## src/design/loader_pkg.sv

```systemverilog
// Shared definitions for the download and memory-slot loader
// Memory map bases and CRT/TAP file layout offsets
// File kind and load command enums
// Packed structs for host bytes, commands, memory requests and headers

package loader_pkg;

	// ==============================
	// Memory map and file layout
	// ==============================
	localparam int ADDR_W = 25;

	localparam logic [ADDR_W-1:0] CART_BASE = 25'h100000;
	localparam logic [ADDR_W-1:0] TAP_BASE  = 25'h200000;

	// CRT chip packets start after the 64 byte cartridge header
	localparam int CRT_CHIP_START = 'h40;
	localparam int CHIP_HDR_LEN   = 16;
	localparam int ALIGN_BITS     = 13;

	// Tape version byte of a TAP file
	localparam int TAP_MODE_OFS = 12;

	// ==============================
	// Enums
	// ==============================
	typedef enum logic [7:0] {
		KIND_PRG = 8'd2,
		KIND_CRT = 8'd3,
		KIND_TAP = 8'd4
	} file_kind_e;

	typedef enum logic [2:0] {
		OP_NONE,
		OP_SET_LO,
		OP_SET_HI,
		OP_BASE_CART,
		OP_BASE_TAP,
		OP_ALIGN,
		OP_PUSH
	} load_op_e;

	// ==============================
	// Structs
	// ==============================
	typedef struct packed {
		logic              wr;
		logic [ADDR_W-1:0] addr;
		logic [7:0]        data;
	} dl_byte_t;

	typedef struct packed {
		load_op_e   op;
		logic [7:0] data;
	} load_cmd_t;

	typedef struct packed {
		logic              ce;
		logic              we;
		logic [ADDR_W-1:0] addr;
		logic [7:0]        data;
	} mem_req_t;

	typedef struct packed {
		logic [15:0] id;
		logic [7:0]  exrom;
		logic [7:0]  game;
	} cart_info_t;

	typedef struct packed {
		logic        valid;
		logic [7:0]  bank_type;
		logic [15:0] bank_num;
		logic [15:0] bank_laddr;
		logic [15:0] bank_size;
	} chip_hdr_t;

	// Byte handed to the tape player
	typedef struct packed {
		logic       valid;
		logic [7:0] data;
	} tap_byte_t;

endpackage
```

## src/design/loader_top.sv

```systemverilog
// Loader top level
// Download decoder, DMA slot controller and tape fetcher

`timescale 1ns/1ps

module loader_top (
	input  logic                   clk_sys,
	input  logic                   reset_n,
	input  loader_pkg::dl_byte_t   dl_i,
	input  loader_pkg::file_kind_e index_i,
	input  logic                   download_i,
	input  logic                   slot_i,
	input  logic [7:0]             mem_rdata_i,
	input  logic                   play_btn_i,
	input  logic                   fifo_full_i,
	output logic                   wait_o,
	output loader_pkg::mem_req_t   mem_o,
	output loader_pkg::cart_info_t cart_o,
	output loader_pkg::chip_hdr_t  chip_o,
	output logic                   cart_attached_o,
	output logic                   tap_mode_o,
	output loader_pkg::tap_byte_t  tap_byte_o,
	output logic                   playing_o
);
	import loader_pkg::*;

	load_cmd_t         load_cmd;
	logic              tap_done;
	logic              tap_req;
	logic              tap_grant;
	logic [ADDR_W-1:0] tap_addr;
	logic [ADDR_W-1:0] load_addr;

	download_decoder download_decoder_i (
		.clk_sys         (clk_sys),
		.reset_n         (reset_n),
		.dl_i            (dl_i),
		.index_i         (index_i),
		.download_i      (download_i),
		.cmd_o           (load_cmd),
		.cart_o          (cart_o),
		.chip_o          (chip_o),
		.cart_attached_o (cart_attached_o),
		.tap_mode_o      (tap_mode_o),
		.tap_done_o      (tap_done)
	);

	dma_slot_ctrl dma_slot_ctrl_i (
		.clk_sys     (clk_sys),
		.reset_n     (reset_n),
		.cmd_i       (load_cmd),
		.slot_i      (slot_i),
		.download_i  (download_i),
		.tap_req_i   (tap_req),
		.tap_addr_i  (tap_addr),
		.tap_grant_o (tap_grant),
		.load_addr_o (load_addr),
		.wait_o      (wait_o),
		.mem_o       (mem_o)
	);

	tape_fetch tape_fetch_i (
		.clk_sys     (clk_sys),
		.reset_n     (reset_n),
		.tap_done_i  (tap_done),
		.download_i  (download_i),
		.index_i     (index_i),
		.last_addr_i (load_addr),
		.play_btn_i  (play_btn_i),
		.fifo_full_i (fifo_full_i),
		.slot_i      (slot_i),
		.grant_i     (tap_grant),
		.mem_rdata_i (mem_rdata_i),
		.req_o       (tap_req),
		.addr_o      (tap_addr),
		.tap_byte_o  (tap_byte_o),
		.playing_o   (playing_o)
	);

endmodule

```

## src/design/tape_fetch.sv

```systemverilog
// Tape play state and play address
// Requests one tape byte per granted slot while the FIFO has room
// Hands each byte to the tape player as a one-cycle valid

`timescale 1ns/1ps

module tape_fetch (
	input  logic                          clk_sys,
	input  logic                          reset_n,
	input  logic                          tap_done_i,
	input  logic                          download_i,
	input  loader_pkg::file_kind_e        index_i,
	input  logic [loader_pkg::ADDR_W-1:0] last_addr_i,
	input  logic                          play_btn_i,
	input  logic                          fifo_full_i,
	input  logic                          slot_i,
	input  logic                          grant_i,
	input  logic [7:0]                    mem_rdata_i,
	output logic                          req_o,
	output logic [loader_pkg::ADDR_W-1:0] addr_o,
	output loader_pkg::tap_byte_t         tap_byte_o,
	output logic                          playing_o
);
	import loader_pkg::*;

	logic [ADDR_W-1:0] last_addr;
	logic              slot_q;
	logic              btn_q;
	logic              granted;
	logic              slot_fall;
	logic              btn_rise;
	logic              has_data;
	logic              tap_loading;

	assign slot_fall   = slot_q && !slot_i;
	assign btn_rise    = play_btn_i && !btn_q;
	assign has_data    = addr_o < last_addr;
	assign tap_loading = download_i && index_i == KIND_TAP;

	// Read data is sampled in the first cycle after the slot
	always_ff @(posedge clk_sys) begin
		slot_q <= slot_i;
		btn_q  <= play_btn_i;
		if (slot_fall)
			tap_byte_o.data <= mem_rdata_i;
	end

	always_ff @(posedge clk_sys) begin
		if (!reset_n) begin
			addr_o           <= TAP_BASE;
			last_addr        <= TAP_BASE;
			playing_o        <= 1'b0;
			req_o            <= 1'b0;
			granted          <= 1'b0;
			tap_byte_o.valid <= 1'b0;
		end else begin
			tap_byte_o.valid <= 1'b0;

			if (playing_o && !has_data)
				playing_o <= 1'b0;
			if (btn_rise && has_data)
				playing_o <= !playing_o;

			if (slot_fall && playing_o && has_data && !fifo_full_i && !granted)
				req_o <= 1'b1;
			if (grant_i) begin
				req_o   <= 1'b0;
				granted <= 1'b1;
			end else if (!playing_o) begin
				req_o <= 1'b0;
			end

			// A byte that meets a full FIFO is fetched again later
			if (slot_fall && granted) begin
				granted <= 1'b0;
				if (!fifo_full_i) begin
					tap_byte_o.valid <= 1'b1;
					addr_o           <= addr_o + 1'b1;
				end
			end

			if (tap_done_i) begin
				last_addr <= last_addr_i;
				playing_o <= 1'b1;
			end
			if (tap_loading) begin
				addr_o    <= TAP_BASE;
				playing_o <= 1'b0;
				req_o     <= 1'b0;
				granted   <= 1'b0;
			end
		end
	end

endmodule

```

## src/design/dma_slot_ctrl.sv

```systemverilog
// Load address counter and pending write byte
// Commits one memory access per DMA slot, load writes before tape reads
// Access is fixed at the slot rising edge and held for the whole slot

`timescale 1ns/1ps

module dma_slot_ctrl (
	input  logic                          clk_sys,
	input  logic                          reset_n,
	input  loader_pkg::load_cmd_t         cmd_i,
	input  logic                          slot_i,
	input  logic                          download_i,
	input  logic                          tap_req_i,
	input  logic [loader_pkg::ADDR_W-1:0] tap_addr_i,
	output logic                          tap_grant_o,
	output logic [loader_pkg::ADDR_W-1:0] load_addr_o,
	output logic                          wait_o,
	output loader_pkg::mem_req_t          mem_o
);
	import loader_pkg::*;

	logic [ADDR_W-1:0] load_addr;
	logic [ADDR_W-1:0] next_addr;
	logic [7:0]        wr_data;
	logic              pending;
	logic              slot_q;
	logic              slot_rise;
	logic              wr_commit;
	logic              rd_commit;
	mem_req_t          commit_req;
	mem_req_t          held_req;

	assign slot_rise = slot_i && !slot_q;
	assign wr_commit = slot_rise && pending;
	assign rd_commit = slot_rise && !pending && !download_i && tap_req_i;

	always_comb begin
		commit_req.ce   = wr_commit || rd_commit;
		commit_req.we   = wr_commit;
		commit_req.addr = wr_commit ? load_addr : tap_addr_i;
		commit_req.data = wr_data;
	end

	// ==============================
	// Slot multiplexer
	// ==============================
	assign mem_o       = !slot_i ? '0 : (slot_rise ? commit_req : held_req);
	assign tap_grant_o = rd_commit;
	assign wait_o      = pending && !wr_commit;
	// End address including a byte still waiting for its slot
	assign load_addr_o = load_addr + ADDR_W'(pending);

	assign next_addr = load_addr + ADDR_W'(wr_commit);

	always_ff @(posedge clk_sys) begin
		slot_q <= slot_i;
		if (slot_rise) begin
			held_req.addr <= commit_req.addr;
			held_req.data <= commit_req.data;
		end
		if (cmd_i.op == OP_PUSH)
			wr_data <= cmd_i.data;
	end

	// ==============================
	// Address counter and pending flag
	// ==============================
	always_ff @(posedge clk_sys) begin
		if (!reset_n) begin
			load_addr   <= '0;
			pending     <= 1'b0;
			held_req.ce <= 1'b0;
			held_req.we <= 1'b0;
		end else begin
			if (slot_rise) begin
				held_req.ce <= commit_req.ce;
				held_req.we <= commit_req.we;
			end
			if (wr_commit)
				pending <= 1'b0;
			load_addr <= next_addr;

			case (cmd_i.op)
				OP_SET_LO:    load_addr <= ADDR_W'(cmd_i.data);
				OP_SET_HI:    load_addr <= {next_addr[ADDR_W-1:16], cmd_i.data, next_addr[7:0]};
				OP_BASE_CART: load_addr <= CART_BASE;
				OP_BASE_TAP:  load_addr <= TAP_BASE;
				OP_ALIGN: begin
					// Round up to the next 8 KB boundary
					if (next_addr[ALIGN_BITS-1:0] != '0)
						load_addr <= {next_addr[ADDR_W-1:ALIGN_BITS] + 1'b1, ALIGN_BITS'(0)};
				end
				OP_PUSH:      pending <= 1'b1;
				default: ;
			endcase
		end
	end

endmodule

```

## src/design/download_decoder.sv

```systemverilog
// Per-byte decoder of host downloads
// PRG address bytes and payload, TAP base and payload
// CRT bytes go to the cartridge parser

`timescale 1ns/1ps

module download_decoder (
	input  logic                   clk_sys,
	input  logic                   reset_n,
	input  loader_pkg::dl_byte_t   dl_i,
	input  loader_pkg::file_kind_e index_i,
	input  logic                   download_i,
	output loader_pkg::load_cmd_t  cmd_o,
	output loader_pkg::cart_info_t cart_o,
	output loader_pkg::chip_hdr_t  chip_o,
	output logic                   cart_attached_o,
	output logic                   tap_mode_o,
	output logic                   tap_done_o
);
	import loader_pkg::*;

	load_cmd_t  crt_cmd;
	load_cmd_t  own_cmd;
	logic       is_prg;
	logic       is_crt;
	logic       is_tap;
	logic       dl_q;
	// TAP offset 0 needs two commands, the push follows the base
	logic       push_defer;
	logic [7:0] defer_data;

	assign is_prg = index_i == KIND_PRG;
	assign is_crt = index_i == KIND_CRT;
	assign is_tap = index_i == KIND_TAP;

	crt_parser crt_parser_i (
		.clk_sys  (clk_sys),
		.reset_n  (reset_n),
		.dl_i     (dl_i),
		.active_i (download_i && is_crt),
		.cmd_o    (crt_cmd),
		.cart_o   (cart_o),
		.chip_o   (chip_o)
	);

	always_ff @(posedge clk_sys) begin
		if (!reset_n) begin
			own_cmd.op      <= OP_NONE;
			push_defer      <= 1'b0;
			dl_q            <= 1'b0;
			cart_attached_o <= 1'b0;
			tap_mode_o      <= 1'b0;
			tap_done_o      <= 1'b0;
		end else begin
			dl_q         <= download_i;
			own_cmd.op   <= OP_NONE;
			own_cmd.data <= dl_i.data;
			push_defer   <= 1'b0;

			if (push_defer) begin
				own_cmd.op   <= OP_PUSH;
				own_cmd.data <= defer_data;
			end else if (dl_i.wr && download_i) begin
				if (is_prg) begin
					if (dl_i.addr == ADDR_W'(0))
						own_cmd.op <= OP_SET_LO;
					else if (dl_i.addr == ADDR_W'(1))
						own_cmd.op <= OP_SET_HI;
					else
						own_cmd.op <= OP_PUSH;
				end
				if (is_tap) begin
					own_cmd.op <= OP_PUSH;
					if (dl_i.addr == '0) begin
						own_cmd.op <= OP_BASE_TAP;
						push_defer <= 1'b1;
						defer_data <= dl_i.data;
					end
					if (dl_i.addr == ADDR_W'(TAP_MODE_OFS))
						tap_mode_o <= dl_i.data[0];
				end
			end

			// Cartridge is attached once its download has finished
			if (is_crt && dl_q != download_i)
				cart_attached_o <= dl_q;
			tap_done_o <= is_tap && dl_q && !download_i;
		end
	end

	assign cmd_o = (crt_cmd.op != OP_NONE) ? crt_cmd : own_cmd;

endmodule

```

## src/design/crt_parser.sv

```systemverilog
// Cartridge image parser
// Captures id, EXROM and GAME from the cartridge header
// Walks the chip packets and emits align and push commands

`timescale 1ns/1ps

module crt_parser (
	input  logic                   clk_sys,
	input  logic                   reset_n,
	input  loader_pkg::dl_byte_t   dl_i,
	input  logic                   active_i,
	output loader_pkg::load_cmd_t  cmd_o,
	output loader_pkg::cart_info_t cart_o,
	output loader_pkg::chip_hdr_t  chip_o
);
	import loader_pkg::*;

	// Byte index inside the chip packet header, zero while in payload
	logic [3:0]  hdr_cnt;
	// Payload bytes left in the current chip packet
	logic [31:0] blk_len;
	logic        in_chips;
	logic        hdr_last;

	assign in_chips = dl_i.addr >= ADDR_W'(CRT_CHIP_START);
	assign hdr_last = hdr_cnt == 4'(CHIP_HDR_LEN - 1);

	always_ff @(posedge clk_sys) begin
		if (!reset_n) begin
			hdr_cnt      <= '0;
			blk_len      <= '0;
			cmd_o.op     <= OP_NONE;
			chip_o.valid <= 1'b0;
		end else begin
			cmd_o.op     <= OP_NONE;
			cmd_o.data   <= dl_i.data;
			chip_o.valid <= 1'b0;

			if (dl_i.wr && active_i) begin
				if (dl_i.addr == '0) begin
					cmd_o.op <= OP_BASE_CART;
					hdr_cnt  <= '0;
					blk_len  <= '0;
				end

				// Cartridge header fields
				case (dl_i.addr)
					ADDR_W'('h16): cart_o.id[15:8] <= dl_i.data;
					ADDR_W'('h17): cart_o.id[7:0]  <= dl_i.data;
					ADDR_W'('h18): cart_o.exrom    <= dl_i.data;
					ADDR_W'('h19): cart_o.game     <= dl_i.data;
					default: ;
				endcase

				if (in_chips) begin
					if (hdr_cnt == '0 && blk_len == '0) begin
						// First byte of a new chip packet
						cmd_o.op <= OP_ALIGN;
						hdr_cnt  <= 4'd1;
					end else if (hdr_cnt != '0) begin
						hdr_cnt      <= hdr_last ? '0 : hdr_cnt + 1'b1;
						chip_o.valid <= hdr_last;
						case (hdr_cnt)
							4'd4:  blk_len[31:24]           <= dl_i.data;
							4'd5:  blk_len[23:16]           <= dl_i.data;
							4'd6:  blk_len[15:8]            <= dl_i.data;
							4'd7:  blk_len[7:0]             <= dl_i.data;
							// Packet length includes its own header
							4'd8:  blk_len <= blk_len - 32'(CHIP_HDR_LEN);
							4'd9:  chip_o.bank_type         <= dl_i.data;
							4'd10: chip_o.bank_num[15:8]    <= dl_i.data;
							4'd11: chip_o.bank_num[7:0]     <= dl_i.data;
							4'd12: chip_o.bank_laddr[15:8]  <= dl_i.data;
							4'd13: chip_o.bank_laddr[7:0]   <= dl_i.data;
							4'd14: chip_o.bank_size[15:8]   <= dl_i.data;
							4'd15: chip_o.bank_size[7:0]    <= dl_i.data;
							default: ;
						endcase
					end else begin
						cmd_o.op <= OP_PUSH;
						blk_len  <= blk_len - 1'b1;
					end
				end
			end
		end
	end

endmodule

```

## config.mk

```make
export PLATFORM = sky130hd
export DESIGN_NAME = loader_top
export DESIGN_NICKNAME = d
export VERILOG_FILES = /design/src/design/loader_pkg.sv /design/src/design/loader_top.sv /design/src/design/tape_fetch.sv /design/src/design/dma_slot_ctrl.sv /design/src/design/download_decoder.sv /design/src/design/crt_parser.sv
export SDC_FILE = /design/constraint.sdc
export NUM_CORES = 1
export LEC_CHECK = 0
export CORE_ASPECT_RATIO = 1.2
export CORE_MARGIN = 10
export CORE_UTILIZATION = 55
export DETAILED_ROUTE_END_ITERATION = 12
export DONT_BUFFER_PORTS = 1
export GPL_TIMING_DRIVEN = 0
export HOLD_SLACK_MARGIN = 0.08
export PLACE_DENSITY_LB_ADDON = 0.1
export SLEW_MARGIN = 20
export SYNTH_ARGS = -nofsm -noshare
export SYNTH_HDL_FRONTEND = slang
export SYNTH_SLANG_ARGS = --single-unit
export TNS_END_PERCENT = 1
```

## constraint.sdc

```tcl
create_clock -name clk_sys -period 6.3 [get_ports clk_sys]
set_clock_uncertainty 0.05 [all_clocks]
set_input_delay 0.63 -clock clk_sys [delete_from_list [all_inputs] [get_ports clk_sys]]
set_output_delay 0.63 -clock clk_sys [all_outputs]
set_load 0.05 [all_outputs]
```

# Word level (Yosys, flattened, before mapping)
# Cells that the tools add are included.
dict set report totals {
  register_bits 293
  inputBits 56
  out_inout_bits 137
  word_cells 190
}
dict set report op_classes {
  addsub 7
  order_cmp 2
  n_eq_ne 28
  mux 38
  n_bitwise 10
  n_reduce_logical 64
}
# cell n
set op_table {}
lappend op_table {{$mux W32} 4}
lappend op_table {{$pmux W25 S5} 1}
lappend op_table {{$eq A25 B5 Y1 const B} 4}
lappend op_table {{$mux W35} 2}
lappend op_table {{$pmux W8 S2} 4}
lappend op_table {{$add A25 B1 Y25} 2}
lappend op_table {{$mux W25} 2}
lappend op_table {{$reduce_and A6 Y1} 7}
lappend op_table {{$eq A4 B4 Y1 const B} 8}
lappend op_table {{$logic_not A32 Y1} 1}
lappend op_table {{$sub A32 B1 Y32 const B} 1}
lappend op_table {{$sub A32 B5 Y32 const B} 1}
lappend op_table {{$mux W3} 9}
lappend op_table {{$add A25 B1 Y25 const B} 1}
lappend op_table {{$eq A25 B1 Y1 const B} 1}
lappend op_table {{$eq A25 B4 Y1 const B} 1}
lappend op_table {{$ge A25 B7 Y1 const B} 1}
lappend op_table {{$logic_not A25 Y1} 1}
lappend op_table {{$lt A25 B25 Y1} 1}
lappend op_table {{$logic_and A1 B1 Y1} 23}
lappend op_table {{$mux W4} 5}
lappend op_table {{$eq A4 B3 Y1 const B} 4}
lappend op_table {{$eq A8 B2 Y1 const B} 2}
lappend op_table {{$reduce_bool A13 Y1} 1}
lappend op_table {{26 further kinds} 62}

# Depth between registers and ports, before layout
# Gate-level depths: netlist of run 1.
dict set report logic_depth {
  depth_word 8
  depth_mapped 16
  depth_no_buf 14
}

# By module
# A second synthesis of run 1 with hierarchy kept.
dict set report hier_totals {
  hier_cells 1488
  hier_area_um2 15361.0
}
# mod instances cells_each area_per_inst_um2 seq_area_each_um2
set modules_own_cells {}
lappend modules_own_cells {crt_parser 1 594 6422.4 3683.5}
lappend modules_own_cells {dma_slot_ctrl 1 488 4674.5 1811.7}
lappend modules_own_cells {tape_fetch 1 315 3108.0 1361.3}
lappend modules_own_cells {download_decoder 1 91 1156.1 640.6}

# Least setup slack after synthesis of run 1
# OpenSTA, ideal clock, no wires.
dict set report synth_timing {
  path_type {in2reg}
  start {in slot_i}
  end {reg dma_slot_ctrl_i.load_addr[18]}
  setup_time_ns 0.127
  arrival_time_ns 4.835
  t_required_ns 6.123
  path_slack_ns 1.288
  path_stages 15
  n_path_buf 2
  cell_sequence {clkbuf_1 -> nand2b_1 -> inv_1 -> nand2_1 -> clkbuf_1 -> inv_1 -> ha_1 -> ha_1 -> nand3_1 -> nor2_1 -> mux2_2 -> o22a_1 -> a21oi_1 -> a211oi_1 -> or3_1}
}
# item line_no
set synth_lines {}
lappend synth_lines {{start, declared} loader_top.sv:12} ;# input logic slot_i,
lappend synth_lines {{end signal, assigned} dma_slot_ctrl.sv:81} ;# load_addr <= next_addr;
lappend synth_lines {{end signal, assigned} dma_slot_ctrl.sv:84} ;# OP_SET_LO: load_addr <= ADDR_W'(cmd_i.data);
lappend synth_lines {{end signal, assigned} dma_slot_ctrl.sv:85} ;# OP_SET_HI: load_addr <= {next_addr[ADDR_W-1:16], cmd_i.data, next_addr[7:0]};
lappend synth_lines {{end, declared} dma_slot_ctrl.sv:22} ;# logic [ADDR_W-1:0] load_addr;

==> metrics.log, run 1 <==
[metrics] H-tree lvl count: 1
[metrics] largest net degree at the start of global routing: 38
[metrics] total power density per cell area: 245.1 mW/mm^2
[metrics] total buffers and inverters traversed by the critical path: 4
[metrics] leakage dissipation: 6.058 nW
[metrics] number of buffers added by the clock tree synthesis step: 29
[metrics] initial antenna violation count: 0
[metrics] Row Count: 65
[metrics] Routed wire per std cell: approximately 23 um
[metrics] Hold Path Stages: 0
[metrics] most frequent cells in the layout: edfxtp_1, nor2_1, dfxtp_1
[metrics] chip height: 199.6 um
[metrics] cell family with most CP delay: buffers and inverters
[metrics] largest fanout on the critical path: 37
[metrics] all-layer global routing usage: 23.99%
[metrics] routability cong.: 0.9145
[metrics] distinct cell type count of the synthesized netlist: between 80 and 90
[metrics] most common cell after layout, fill and taps aside: edfxtp_1
[metrics] placed cell areas: 0.01525 mm^2
[metrics] antenna diode instance count: 0
[metrics] detailed-routing iteration count for the pre-antenna-repair pass: 5
[metrics] EDFF count, synth: 161
[metrics] time the final worst path needs with I/O delays and setup: slightly below 6 ns
[metrics] area of the mapped netlist: 0.01478 mm^2
[metrics] Tightest Hold Check Type: input pin to register
[metrics] buffer type at the clock tree root: clkbuf_16
[metrics] critical path data arrival time: 6.15 ns
[metrics] FFs w/ async S/R, synth: 0%
[metrics] CTS Sinks: about 290
[metrics] number of warnings reported in the yosys synthesis log: 0
[metrics] post-synthesis to final-layout area growth: 10.30%
[metrics] Seq/Total Area, Yosys: 50.60%
[metrics] via/cell ratio: 6.216
[metrics] Final Hold Fails: 0
[metrics] VDD IR-drop max: 0.2676 mV
[metrics] TritonCTS clock tree: done
[metrics] fillcell total: 2197
[metrics] class of the most critical setup path: input pin to register
[metrics] worst-case hold slack: roughly 0.099 ns
[metrics] Setup crit start kind: input pin
[metrics] WP data required: 6.64 ns
[metrics] starting DRC count in detailed routing: 971
[metrics] M3 GR Usage: 6.257%
[metrics] max_slew headroom: around 28%
[metrics] synthesized instance count: 1438
[metrics] primary flip-flop cell chosen by synthesis mapping: edfxtp_1
[metrics] quantity of gates resized following cts: 0
[metrics] port buffer count: 0
[metrics] cell at the slowest stage of the critical path: o311ai_1
[metrics] final worst path period share: 92.35%
[metrics] sequential cell area: 0.007477 mm^2
[metrics] Worst R2R Path Depth: 15
[metrics] maximum clock frequency: ~0.17 GHz
[metrics] number of design rule violations left after detail routing: 0
[metrics] placeable core area: 0.02643 mm^2
[metrics] source-to-sink clock delay at the later pin of the worst-skew pair: 0.57 ns
[metrics] number of buffers on the longest clock path: 3
[metrics] highest-utilization routing layer at the global route stage: met2
[metrics] floorplan die area: 0.03385 mm^2
[metrics] Detail Placement HPWL: 29960 um
[metrics] final setup vio count: 0
[metrics] clock-pin slew on the worst setup and hold paths: 0.07 ns
[metrics] number of top-level design ports: 193
[metrics] met2 Use GR: 43.62%
[metrics] Critical Path Max Stage Delay: 0.86 ns
[metrics] area of all placed cells without fillers: between 0.015 and 0.02 mm^2
[metrics] die outline width: 169.6 um
[metrics] critical path depth: 15
[metrics] ordered list of cells on the worst path: clkbuf_1, nand2b_1, inv_2, nand2_1, clkbuf_1, inv_1, ha_1, ha_1, nand3_1, nor2_1, mux2_2, o22ai_1, nor3_1, o311ai_1, o22ai_1
[metrics] Post-Synthesis Net Count: about 1500
[metrics] slew at the pin with the worst max-slew slack: 1.074 ns
[metrics] maxcap violations: 0
[metrics] flip-flop and latch count after synthesis: 293
[metrics] area of the multi-input gates: 0.006828 mm^2
[metrics] element type at the critical path end: register
[metrics] RSZ-0062 raised after global routing: false
[metrics] met1 usage in global routing: a little over a quarter
[metrics] via total after detailed routing: 11380
[metrics] result of the run: finished clean
[metrics] global-route wire length before repair: about 64000 um
[metrics] nets@finish: roughly 1600
[metrics] Worst R2R Setup Slack: 0.51 ns
[metrics] antenna-violating nets left: 0
[metrics] Final Routed Wirelength: just over 40000 um
[metrics] layout cell share with drive strength beyond 1: approximately 10%
[metrics] Syn Area/Cell: 10.28 um^2
[metrics] via count of the first global-routing pass: between 10000 and 15000
[metrics] global route overflow: 0
[metrics] fin. max-slew vios: 0
[metrics] Initial Utilization: 55.91%
## cell families (layout without fill, tap and decap cells)
kind of cell,count (synthesis),in the layout,share of synthesized area [%]
simple gates,521,521,18.58
compound gates,321,321,15.43
flops,293,293,50.60
buf+inv,132,190,3.598
xor+xnor,80,80,4.741
mux,55,55,4.005
fa+ha+maj,36,36,3.048
## stage by stage
stage | total power [mW] | worst slack (ns) | setup TNS (ns) | utilization (%) | instances
final | 3.995 | 0.4823 | 0 | 61.67 | 1831
after global routing | 4.094 | 0.08076 | 0 | 61.67 | 1831
after CTS | 4.022 | 0.4208 | 0 | 61.63 | 1831
after detailed placement | 2.210 | -0.1666 | -1.244 | 57.71 | 1775
after global placement | 2.209 | -0.7067 | -8.395 | 57.50 | 1773
after floorplan | 2.180 | 1.288 | 0 | - | 1438
## layout make-up
type / count / share of cell area (%)
Inverter: 60 / 1.382
Clock inverter: 22 / 1.666
Multi-Input combinational cell: 1013 / 41.89
Buffer: 72 / 1.881
Timing Repair Buffer: 5 / 0.2456
Tap cell: 335 / 2.571
Sequential cell: 293 / 45.87
Clock buffer: 31 / 4.498
## per-layer routing
metal  wire length, um  vias to the layer above  part of all wire (%)
li1                  -                     5423                     -
met1             15890                     5508                    38
met2             21020                      375                    51
met3              3357                       76                   8.1
met4              1076                        0                   2.6
met5                 0                        -                     0
## power by group
group	switching, mW	total [mW]	internal (mW)	leakage [nW]
sequential	0.0120	2.04	2.03	2.55
clock	0.769	1.83	1.06	0.478
combinational	0.0987	0.126	0.0270	3.03
total	0.879	3.99	3.12	6.06
## repair_timing
| item | in CTS | in global routing |
|---|---|---|
| buffers inserted | 0 | 0 |
| setup endpoints to repair | 0 | 0 |
| hold buffers | 3 | 0 |
| endpoints found under the hold margin | 3 | 0 |
## flip-flops by register name, summed over array words and instances (netlist names), 4 cells and up
| signal | flops |
|---|---|
| tape_fetch_i.tap_byte_o | 9 |
| download_decoder_i.own_cmd | 11 |
| download_decoder_i.defer_data | 8 |
| download_decoder_i.crt_parser_i.hdr_cnt | 4 |
| download_decoder_i.crt_parser_i.chip_o | 57 |
| dma_slot_ctrl_i.load_addr | 25 |
| download_decoder_i.crt_parser_i.cart_o | 32 |
| tape_fetch_i.addr_o | 25 |
| dma_slot_ctrl_i.held_req | 35 |
| tape_fetch_i.last_addr | 25 |
| download_decoder_i.crt_parser_i.blk_len | 32 |
| download_decoder_i.crt_parser_i.cmd_o | 11 |
| dma_slot_ctrl_i.wr_data | 8 |
## synth_stat cells (all sizes together) (24+ instances only)
cell type / number / area [um^2]
edfxtp: 161 / 4835
nor2: 147 / 551.8
dfxtp: 132 / 2643
nand2: 103 / 386.6
inv: 59 / 221.5
o21ai: 59 / 299.0
a21oi: 58 / 294.0
clkbuf: 50 / 188.9
nor3: 48 / 245.2
xnor2: 44 / 385.4
nand3: 41 / 210.2
ha: 36 / 450.4
xor2: 36 / 315.3
a211oi: 34 / 267.8
mux2: 33 / 371.6
nand2b: 31 / 193.9
nor4: 26 / 250.2
o211a: 25 / 250.2
nand4: 24 / 156.4
## worst paths after layout
kind	startpoint	endpoint
max	slot_i	dma_slot_ctrl_i.load_addr[0]
min	dl_i[6]	download_decoder_i.crt_parser_i.chip_o[30]
max reg2reg	tape_fetch_i.slot_q	dma_slot_ctrl_i.load_addr[0]
min reg2reg	download_decoder_i.dl_q	download_decoder_i.tap_done_o
Power figures use the tool's default switching activity.
==> run 2: changes to the inputs <==
Settings changed: CTS_BUF_LIST set to sky130_fd_sc_hd__clkbuf_4, SETUP_SLACK_MARGIN set to 0.2.
==> metrics.log, run 2 (synthesized netlist as in run 1, its figures left out) <==
[metrics] result of the run: finished clean
[metrics] via total after detailed routing: between 10000 and 15000
[metrics] number of top-level design ports: 193
[metrics] relative contribution of the clock network to total power: ~43%
[metrics] Setup crit start kind: register
[metrics] maximum clock frequency: 0.1753 GHz
[metrics] global-route wire length before repair: 66650 um
[metrics] buffer type at the clock tree root: clkbuf_4
[metrics] Critical Path Max Stage Delay: just over 0.6 ns
[metrics] chip height: 199.6 um
[metrics] WP data required: 6.84 ns
[metrics] slew at the pin with the worst max-slew slack: 1.051 ns
[metrics] Sequential Power Share: 52.7%
[metrics] register bank with the most flops: download_decoder_i.crt_parser_i.chip_o
[metrics] switching portion of total power: 24.65%
[metrics] max_slew headroom: 29.32%
[metrics] Initial Utilization: 55.91%
[metrics] fillcell total: 2202
[metrics] H-tree lvl count: 3
[metrics] buffers inserted by post-CTS timing repair: 0
[metrics] most frequent cells in the layout: edfxtp_1, nor2_1, dfxtp_1
[metrics] element type at the critical path end: register
[metrics] starting DRC count in detailed routing: 1011
[metrics] largest fanout on the critical path: 37
[metrics] all-layer global routing usage: 25.10%
[metrics] nets@finish: 1633
[metrics] detailed-routing iteration count for the pre-antenna-repair pass: 5
[metrics] RSZ-0062 raised after global routing: false
[metrics] final worst path period share: approximately 91%
[metrics] largest registers: download_decoder_i.crt_parser_i.chip_o x57, dma_slot_ctrl_i.held_req x35
[metrics] Detail Placement HPWL: between 20000 and 30000 um
[metrics] worst setup slack after layout: 0.5950 ns
[metrics] TNS Setup: 0 ns
[metrics] largest net degree at the start of global routing: 38
[metrics] cell mode on critical path: ha_1
[metrics] total power density per cell area: roughly 230 mW/mm^2
[metrics] Tightest Hold Check Type: input pin to register
[metrics] total net switching power: ~0.95 mW
[metrics] layout cell share with drive strength beyond 1: 13.88%
[metrics] internal power consumption: 2.918 mW
[metrics] floorplan die area: ~0.034 mm^2
[metrics] ordered list of cells on the worst path: buf_2, nand2b_1, inv_2, nand2_1, clkbuf_1, inv_1, ha_1, ha_1, nand3_1, nor2_1, mux2_2, o22a_1, a21oi_1, a211oi_1, or3_1
[metrics] max FFs per register: 57
[metrics] class of the most critical setup path: register to register
[metrics] CTS Sinks: 293
[metrics] routability cong.: 0.9145
[metrics] VDD IR-drop max: 0.2001 mV
[metrics] post-synthesis to final-layout area growth: 11.81%
[metrics] DP Worst Slack: -0.1666 ns
[metrics] number of buffers added by the clock tree synthesis step: 75
[metrics] combinational share of power: 4.0%
[metrics] cell at the slowest stage of the critical path: inv_2
[metrics] global route overflow: 0
[metrics] number of design rule violations left after detail routing: 0
[metrics] critical path data arrival time: 6.25 ns
[metrics] antenna-violating nets left: 0
[metrics] number of buffers on the longest clock path: 3
[metrics] Routed wire per std cell: 22.18 um
[metrics] clock-pin slew on the worst setup and hold paths: 0.07 ns
[metrics] TritonCTS clock tree: done
[metrics] via count of the first global-routing pass: 11850
[metrics] placeable core area: 0.02643 mm^2
[metrics] via/cell ratio: 6.142
[metrics] initial antenna violation count: 1
[metrics] Final Routed Wirelength: 43070 um
[metrics] final setup vio count: 0
[metrics] Final Core Density: 62.51%
[metrics] leakage dissipation: about 6.3 nW
[metrics] fin. max-slew vios: 0
[metrics] most common cell after layout, fill and taps aside: edfxtp_1
[metrics] maxcap violations: 0
[metrics] time the final worst path needs with I/O delays and setup: 5.705 ns
[metrics] port buffer count: 0
[metrics] die outline width: around 170 um
[metrics] source-to-sink clock delay at the later pin of the worst-skew pair: 0.72 ns
[metrics] Row Count: 65
[metrics] Final Hold Fails: 0
==> run 2: changes by cell type in the layout (fill, tap and decap cells not counted), sizes merged <==
cell / change
bufinv: -4
clkbuf: +77
clkinv: +12
clkinvlp: -6
diode: +7
dlygate4sd3: +21
inv: +4
==> run 2: critical path, delay by kind of cell (launching register included) <==
family | cells | cell delay, ns
buffers and inverters | 4 | 1.48
multiplexers | 1 | 0.40
flip-flops | 1 | 0.29
AO/OA/AOI/OAI | 3 | 0.97
AND/OR/NAND/NOR | 5 | 1.91
adder cells (fa/ha/maj) | 2 | 0.47
==> run 2: power groups by stage <==
| stage | clock, mW | combinational (mW) | sequential, mW |
|---|---|---|---|
| 2_1_floorplan | 0 | 0.0957 | 2.08 |
| 3_5_place_dp | 0 | 0.125 | 2.09 |
| 3_3_place_gp | 0 | 0.124 | 2.09 |
| 5_1_grt | 1.80 | 0.163 | 2.04 |
| 6_report | 1.68 | 0.153 | 2.04 |
| 4_1_cts | 1.71 | 0.155 | 2.04 |
==> run 2: final cells by class <==
cell class                      instances  area (um^2)  area share [%]
Antenna cell                            7        17.52          0.1060
Buffer                                 72        306.5           1.855
Clock buffer                          108        810.8           4.907
Clock inverter                         28        176.4           1.068
Inverter                               60        225.2           1.363
Multi-Input combinational cell       1013         6840           41.40
Sequential cell                       293         7477           45.25
Tap cell                              335        419.2           2.537
Timing Repair Buffer                   26        250.2           1.514
==> run 2: final timing paths <==
kind / startpoint / to / slack [ns] / cells past startpoint
worst max-delay path: tape_fetch_i.slot_q / dma_slot_ctrl_i.load_addr[18] / 0.60 / 15
worst min-delay path: dl_i[3] / download_decoder_i.crt_parser_i.blk_len[3] / 0.11 / 2
worst max register to register: tape_fetch_i.slot_q / dma_slot_ctrl_i.load_addr[18] / 0.60 / 15
worst min register to register: download_decoder_i.dl_q / download_decoder_i.tap_done_o / 0.39 / 2
==> run 2: routing by layer <==
| layer | routed length [um] | GRT usage (%) |
|---|---|---|
| met5 | 0 | 0 |
| met4 | 1260 | 9.242 |
| met3 | 3834 | 7.955 |
| met2 | 21860 | 44.77 |
| met1 | 16120 | 27.28 |
==> run 2: what timing repair did <==
| action | 4_1_cts | 5_1_grt |
|---|---|---|
| resized for setup | 0 | 1 |
| hold buffers | 24 | 0 |
| setup endpoints to repair | 0 | 7 |
| endpoints found under the hold margin | 143 | 0 |
==> run 2: per-stage QoR <==
step	hold WS [ns]	area (um^2)	total power, mW	std cells
final	0.1117	16520	3.873	1942
after global routing	0.08132	16520	4.007	1940
after CTS	0.08204	16480	3.913	1935
after detailed placement	0.3797	15250	2.210	1775
after global placement	0.3723	15200	2.209	1773
after floorplan	0.3607	14780	2.180	1438
==> run 3: changes to the inputs <==
Settings changed: CORE_UTILIZATION 55 to 45, SKIP_LAST_GASP set to 1, SYNTH_HIERARCHICAL set to 1.
==> metrics.log, run 3 <==
[metrics] library cell with the highest instance count after synthesis: edfxtp_1
[metrics] Final Hold Fails: 0
[metrics] Routed wire per std cell: around 23 um
[metrics] reg-to-reg endpoint: dma_slot_ctrl_i/load_addr[19]
[metrics] total power density per cell area: 226.5 mW/mm^2
[metrics] maxcap violations: 0
[metrics] port buffer count: 0
[metrics] synthesized instance count: 1488
[metrics] number of top-level design ports: 193
[metrics] largest net degree at the start of global routing: 31
[metrics] number of warnings reported in the yosys synthesis log: 6
[metrics] final setup vio count: 0
[metrics] WP data required: approximately 6.8 ns
[metrics] most instantiated cells after synthesis: edfxtp_1, dfxtp_1, nand2_1
[metrics] Initial Utilization: 45.33%
[metrics] area of the mapped netlist: 0.01536 mm^2
[metrics] area of all placed cells without fillers: 0.01737 mm^2
[metrics] sequential cell area: 0.007497 mm^2
[metrics] source-to-sink clock delay at the later pin of the worst-skew pair: 0.74 ns
[metrics] total buffers and inverters traversed by the critical path: 7
[metrics] max FFs per register: 57
[metrics] Detail Placement HPWL: 33550 um
[metrics] fillcell total: 3174
[metrics] Row Count: 74
[metrics] critical path data arrival time: 6.15 ns
[metrics] die outline width: 188.7 um
[metrics] Final Routed Wirelength: 48290 um
[metrics] Placed Cells: 1947
[metrics] Seq/Total Area, Yosys: 48.81%
[metrics] starting DRC count in detailed routing: 1072
[metrics] area of the multi-input gates: 0.007321 mm^2
[metrics] via count of the first global-routing pass: around 12000
[metrics] number of buffers on the longest clock path: 3
[metrics] placeable core area: ~0.034 mm^2
[metrics] layout cell share with drive strength beyond 1: 14.29%
[metrics] primary flip-flop cell chosen by synthesis mapping: edfxtp_1
[metrics] RSZ-0062 raised after global routing: false
[metrics] number of buffers added by the clock tree synthesis step: 77
[metrics] H-tree lvl count: 3
[metrics] clock-pin slew on the worst setup and hold paths: 0.07 ns
[metrics] Setup crit start kind: register
[metrics] cell type contributing the most total cell area after synthesis: edfxtp_1
[metrics] post-synthesis to final-layout area growth: 13.07%
[metrics] initial antenna violation count: 2
[metrics] register bank with the most flops: download_decoder_i/crt_parser_i/chip_o
[metrics] detailed-routing iteration count for the pre-antenna-repair pass: 8
[metrics] EDFF count, synth: 161
[metrics] cell at the slowest stage of the critical path: nor4_2
[metrics] total power: 3.934 mW
[metrics] TritonCTS clock tree: done
[metrics] nets@finish: 1695
[metrics] FFs w/ async S/R, synth: 0%
[metrics] max_slew headroom: 31.99%
[metrics] result of the run: finished clean
[metrics] floorplan die area: 0.04196 mm^2
[metrics] VDD IR-drop max: 0.1672 mV
[metrics] number of design rule violations left after detail routing: 0
[metrics] post-route non-filler standard cell count: approximately 2100
[metrics] most frequent cells in the layout: edfxtp_1, dfxtp_1, clkbuf_4
[metrics] placed cell areas: 0.01599 mm^2
[metrics] largest registers: download_decoder_i/crt_parser_i/chip_o x57, dma_slot_ctrl_i/held_req x35
[metrics] via total after detailed routing: 12300
[metrics] leading post-synthesis cells by cell area: edfxtp_1, dfxtp_1, ha_1
[metrics] fin. max-slew vios: 0
[metrics] CTS Sinks: 294
[metrics] most common cell after layout, fill and taps aside: edfxtp_1
[metrics] Syn Area/Cell: 10.32 um^2
[metrics] cell family with most CP delay: simple AND/OR/NAND/NOR gates
[metrics] quantity of gates resized following cts: 0
[metrics] all-layer global routing usage: around 22%
[metrics] flip-flop and latch count after synthesis: about 290
[metrics] Post-Synthesis Net Count: 1580
[metrics] start point of the critical path: dma_slot_ctrl_i/slot_q
[metrics] critical path depth: 18
[metrics] Tightest Hold Check Type: input pin to register
[metrics] Critical Path Max Stage Delay: 0.61 ns
[metrics] slew at the pin with the worst max-slew slack: 1.018 ns
[metrics] TNS Setup: 0 ns
[metrics] global route overflow: 0
[metrics] R2R Path Start: dma_slot_ctrl_i/slot_q
[metrics] global-route wire length before repair: about 73000 um
[metrics] maximum clock frequency: 0.1785 GHz
[metrics] time the final worst path needs with I/O delays and setup: roughly 5.6 ns
[metrics] capturing instance or port of the critical path: dma_slot_ctrl_i/load_addr[19]
[metrics] chip height: 222.4 um
[metrics] element type at the critical path end: register
[metrics] ordered list of cells on the worst path: clkbuf_1, nand2b_1, inv_2, buf_12, nand2_1, clkbuf_1, inv_1, ha_1, ha_1, clkbuf_1, nand4_1, nor4_4, xor2_1, ha_1, inv_1, nor4_2, a21boi_0, o32ai_1
[metrics] area fraction of the dominant cell type after synthesis: 31.47%
[metrics] Worst R2R Path Depth: 18
[metrics] antenna-violating nets left: 0
[metrics] leakage dissipation: approximately 6.6 nW
[metrics] buffer type at the clock tree root: clkbuf_4
[metrics] Worst R2R Setup Slack: roughly 0.7 ns
[metrics] via/cell ratio: 5.797
[metrics] class of the most critical setup path: register to register
[metrics] routability cong.: around 0.92
[metrics] largest fanout on the critical path: 28
[metrics] final worst path period share: 88.93%
[metrics] distinct cell type count of the synthesized netlist: 92
==> run 3: cell types whose count changed in the layout (fill, tap and decap cells not counted), moves of 8 or more <==
cell / change
a21oi_1: -21
dlygate4sd3_1: +8
a211oi_1: -24
clkbuf_1: +22
o21ai_0: +10
o22a_1: -8
nand4_1: +9
mux2i_1: +16
nor2_1: -57
nor4_1: +9
and2_1: +19
clkbuf_4: +8
nor2b_1: +28
buf_2: -12
==> run 3: repair_timing <==
action                     in CTS  in global routing
hold endpoints to repair      170                 15
buffers inserted                0                  0
setup endpoints to repair       0                  0
hold buffers                   31                  2
==> run 3: worst min path at each step <==
stage	from	end	slack [ns]	cells past startpoint
6_report	index_i[1]	download_decoder_i/push_defer	0.15	2
5_1_grt	index_i[0]	download_decoder_i/cart_attached_o	0.09	2
4_1_cts	dl_i[11]	download_decoder_i/tap_mode_o	0.09	3
3_5_place_dp	dma_slot_ctrl_i/wr_data[7]	dma_slot_ctrl_i/held_req[7]	0.39	0
3_3_place_gp	dma_slot_ctrl_i/wr_data[6]	dma_slot_ctrl_i/held_req[6]	0.38	0
2_1_floorplan	download_decoder_i/dl_q	download_decoder_i/tap_done_o	0.37	2
==> run 3: cell families after synthesis <==
family	Yosys count	synth area share (%)
and+or+nand+nor	562	20.66
AOI/OAI and AO/OA	294	13.78
DFF	294	48.81
buffers and inverters	143	3.788
xor gates and xnor gates	81	4.618
muxes	78	5.408
adders and majority gates	36	2.932
==> run 3: report_power, final <==
part | leakage (nW) | internal, mW | switching [mW]
clock network | 0.602 | 0.895 | 0.817
logic | 3.39 | 0.0493 | 0.124
registers | 2.55 | 2.04 | 0.0119
total | 6.55 | 2.98 | 0.953
==> run 3: final cells by class <==
class	instances	share of cell area (%)
well taps	456	3.285
multi-input cells	1051	42.15
clock buffers	116	5.014
diodes	1	0.01441
clock inverters	25	0.8717
flip-flops and latches	294	43.17
inverters	56	1.210
plain buffers	87	2.140
repair buffers	36	2.147
==> run 3: per-stage QoR <==
step | util [%] | hold slack (ns) | setup WS (ns)
global placement | 47.01 | 0.3821 | -0.9546
finish | 51.25 | 0.1487 | 0.6977
CTS | 51.16 | 0.08510 | 0.6470
detailed placement | 47.19 | 0.3900 | 0.06559
floorplan | - | 0.3735 | 1.249
global route | 51.25 | 0.09115 | 0.2338
==> run 3: per-layer routing <==
layer	wire (um)	GRT usage, %	vias to the layer above
met4	1574	9.433	2
met2	24980	39.94	430
li1	-	-	5806
met3	3680	6.785	115
met1	18050	23.86	5949
met5	13	0	-
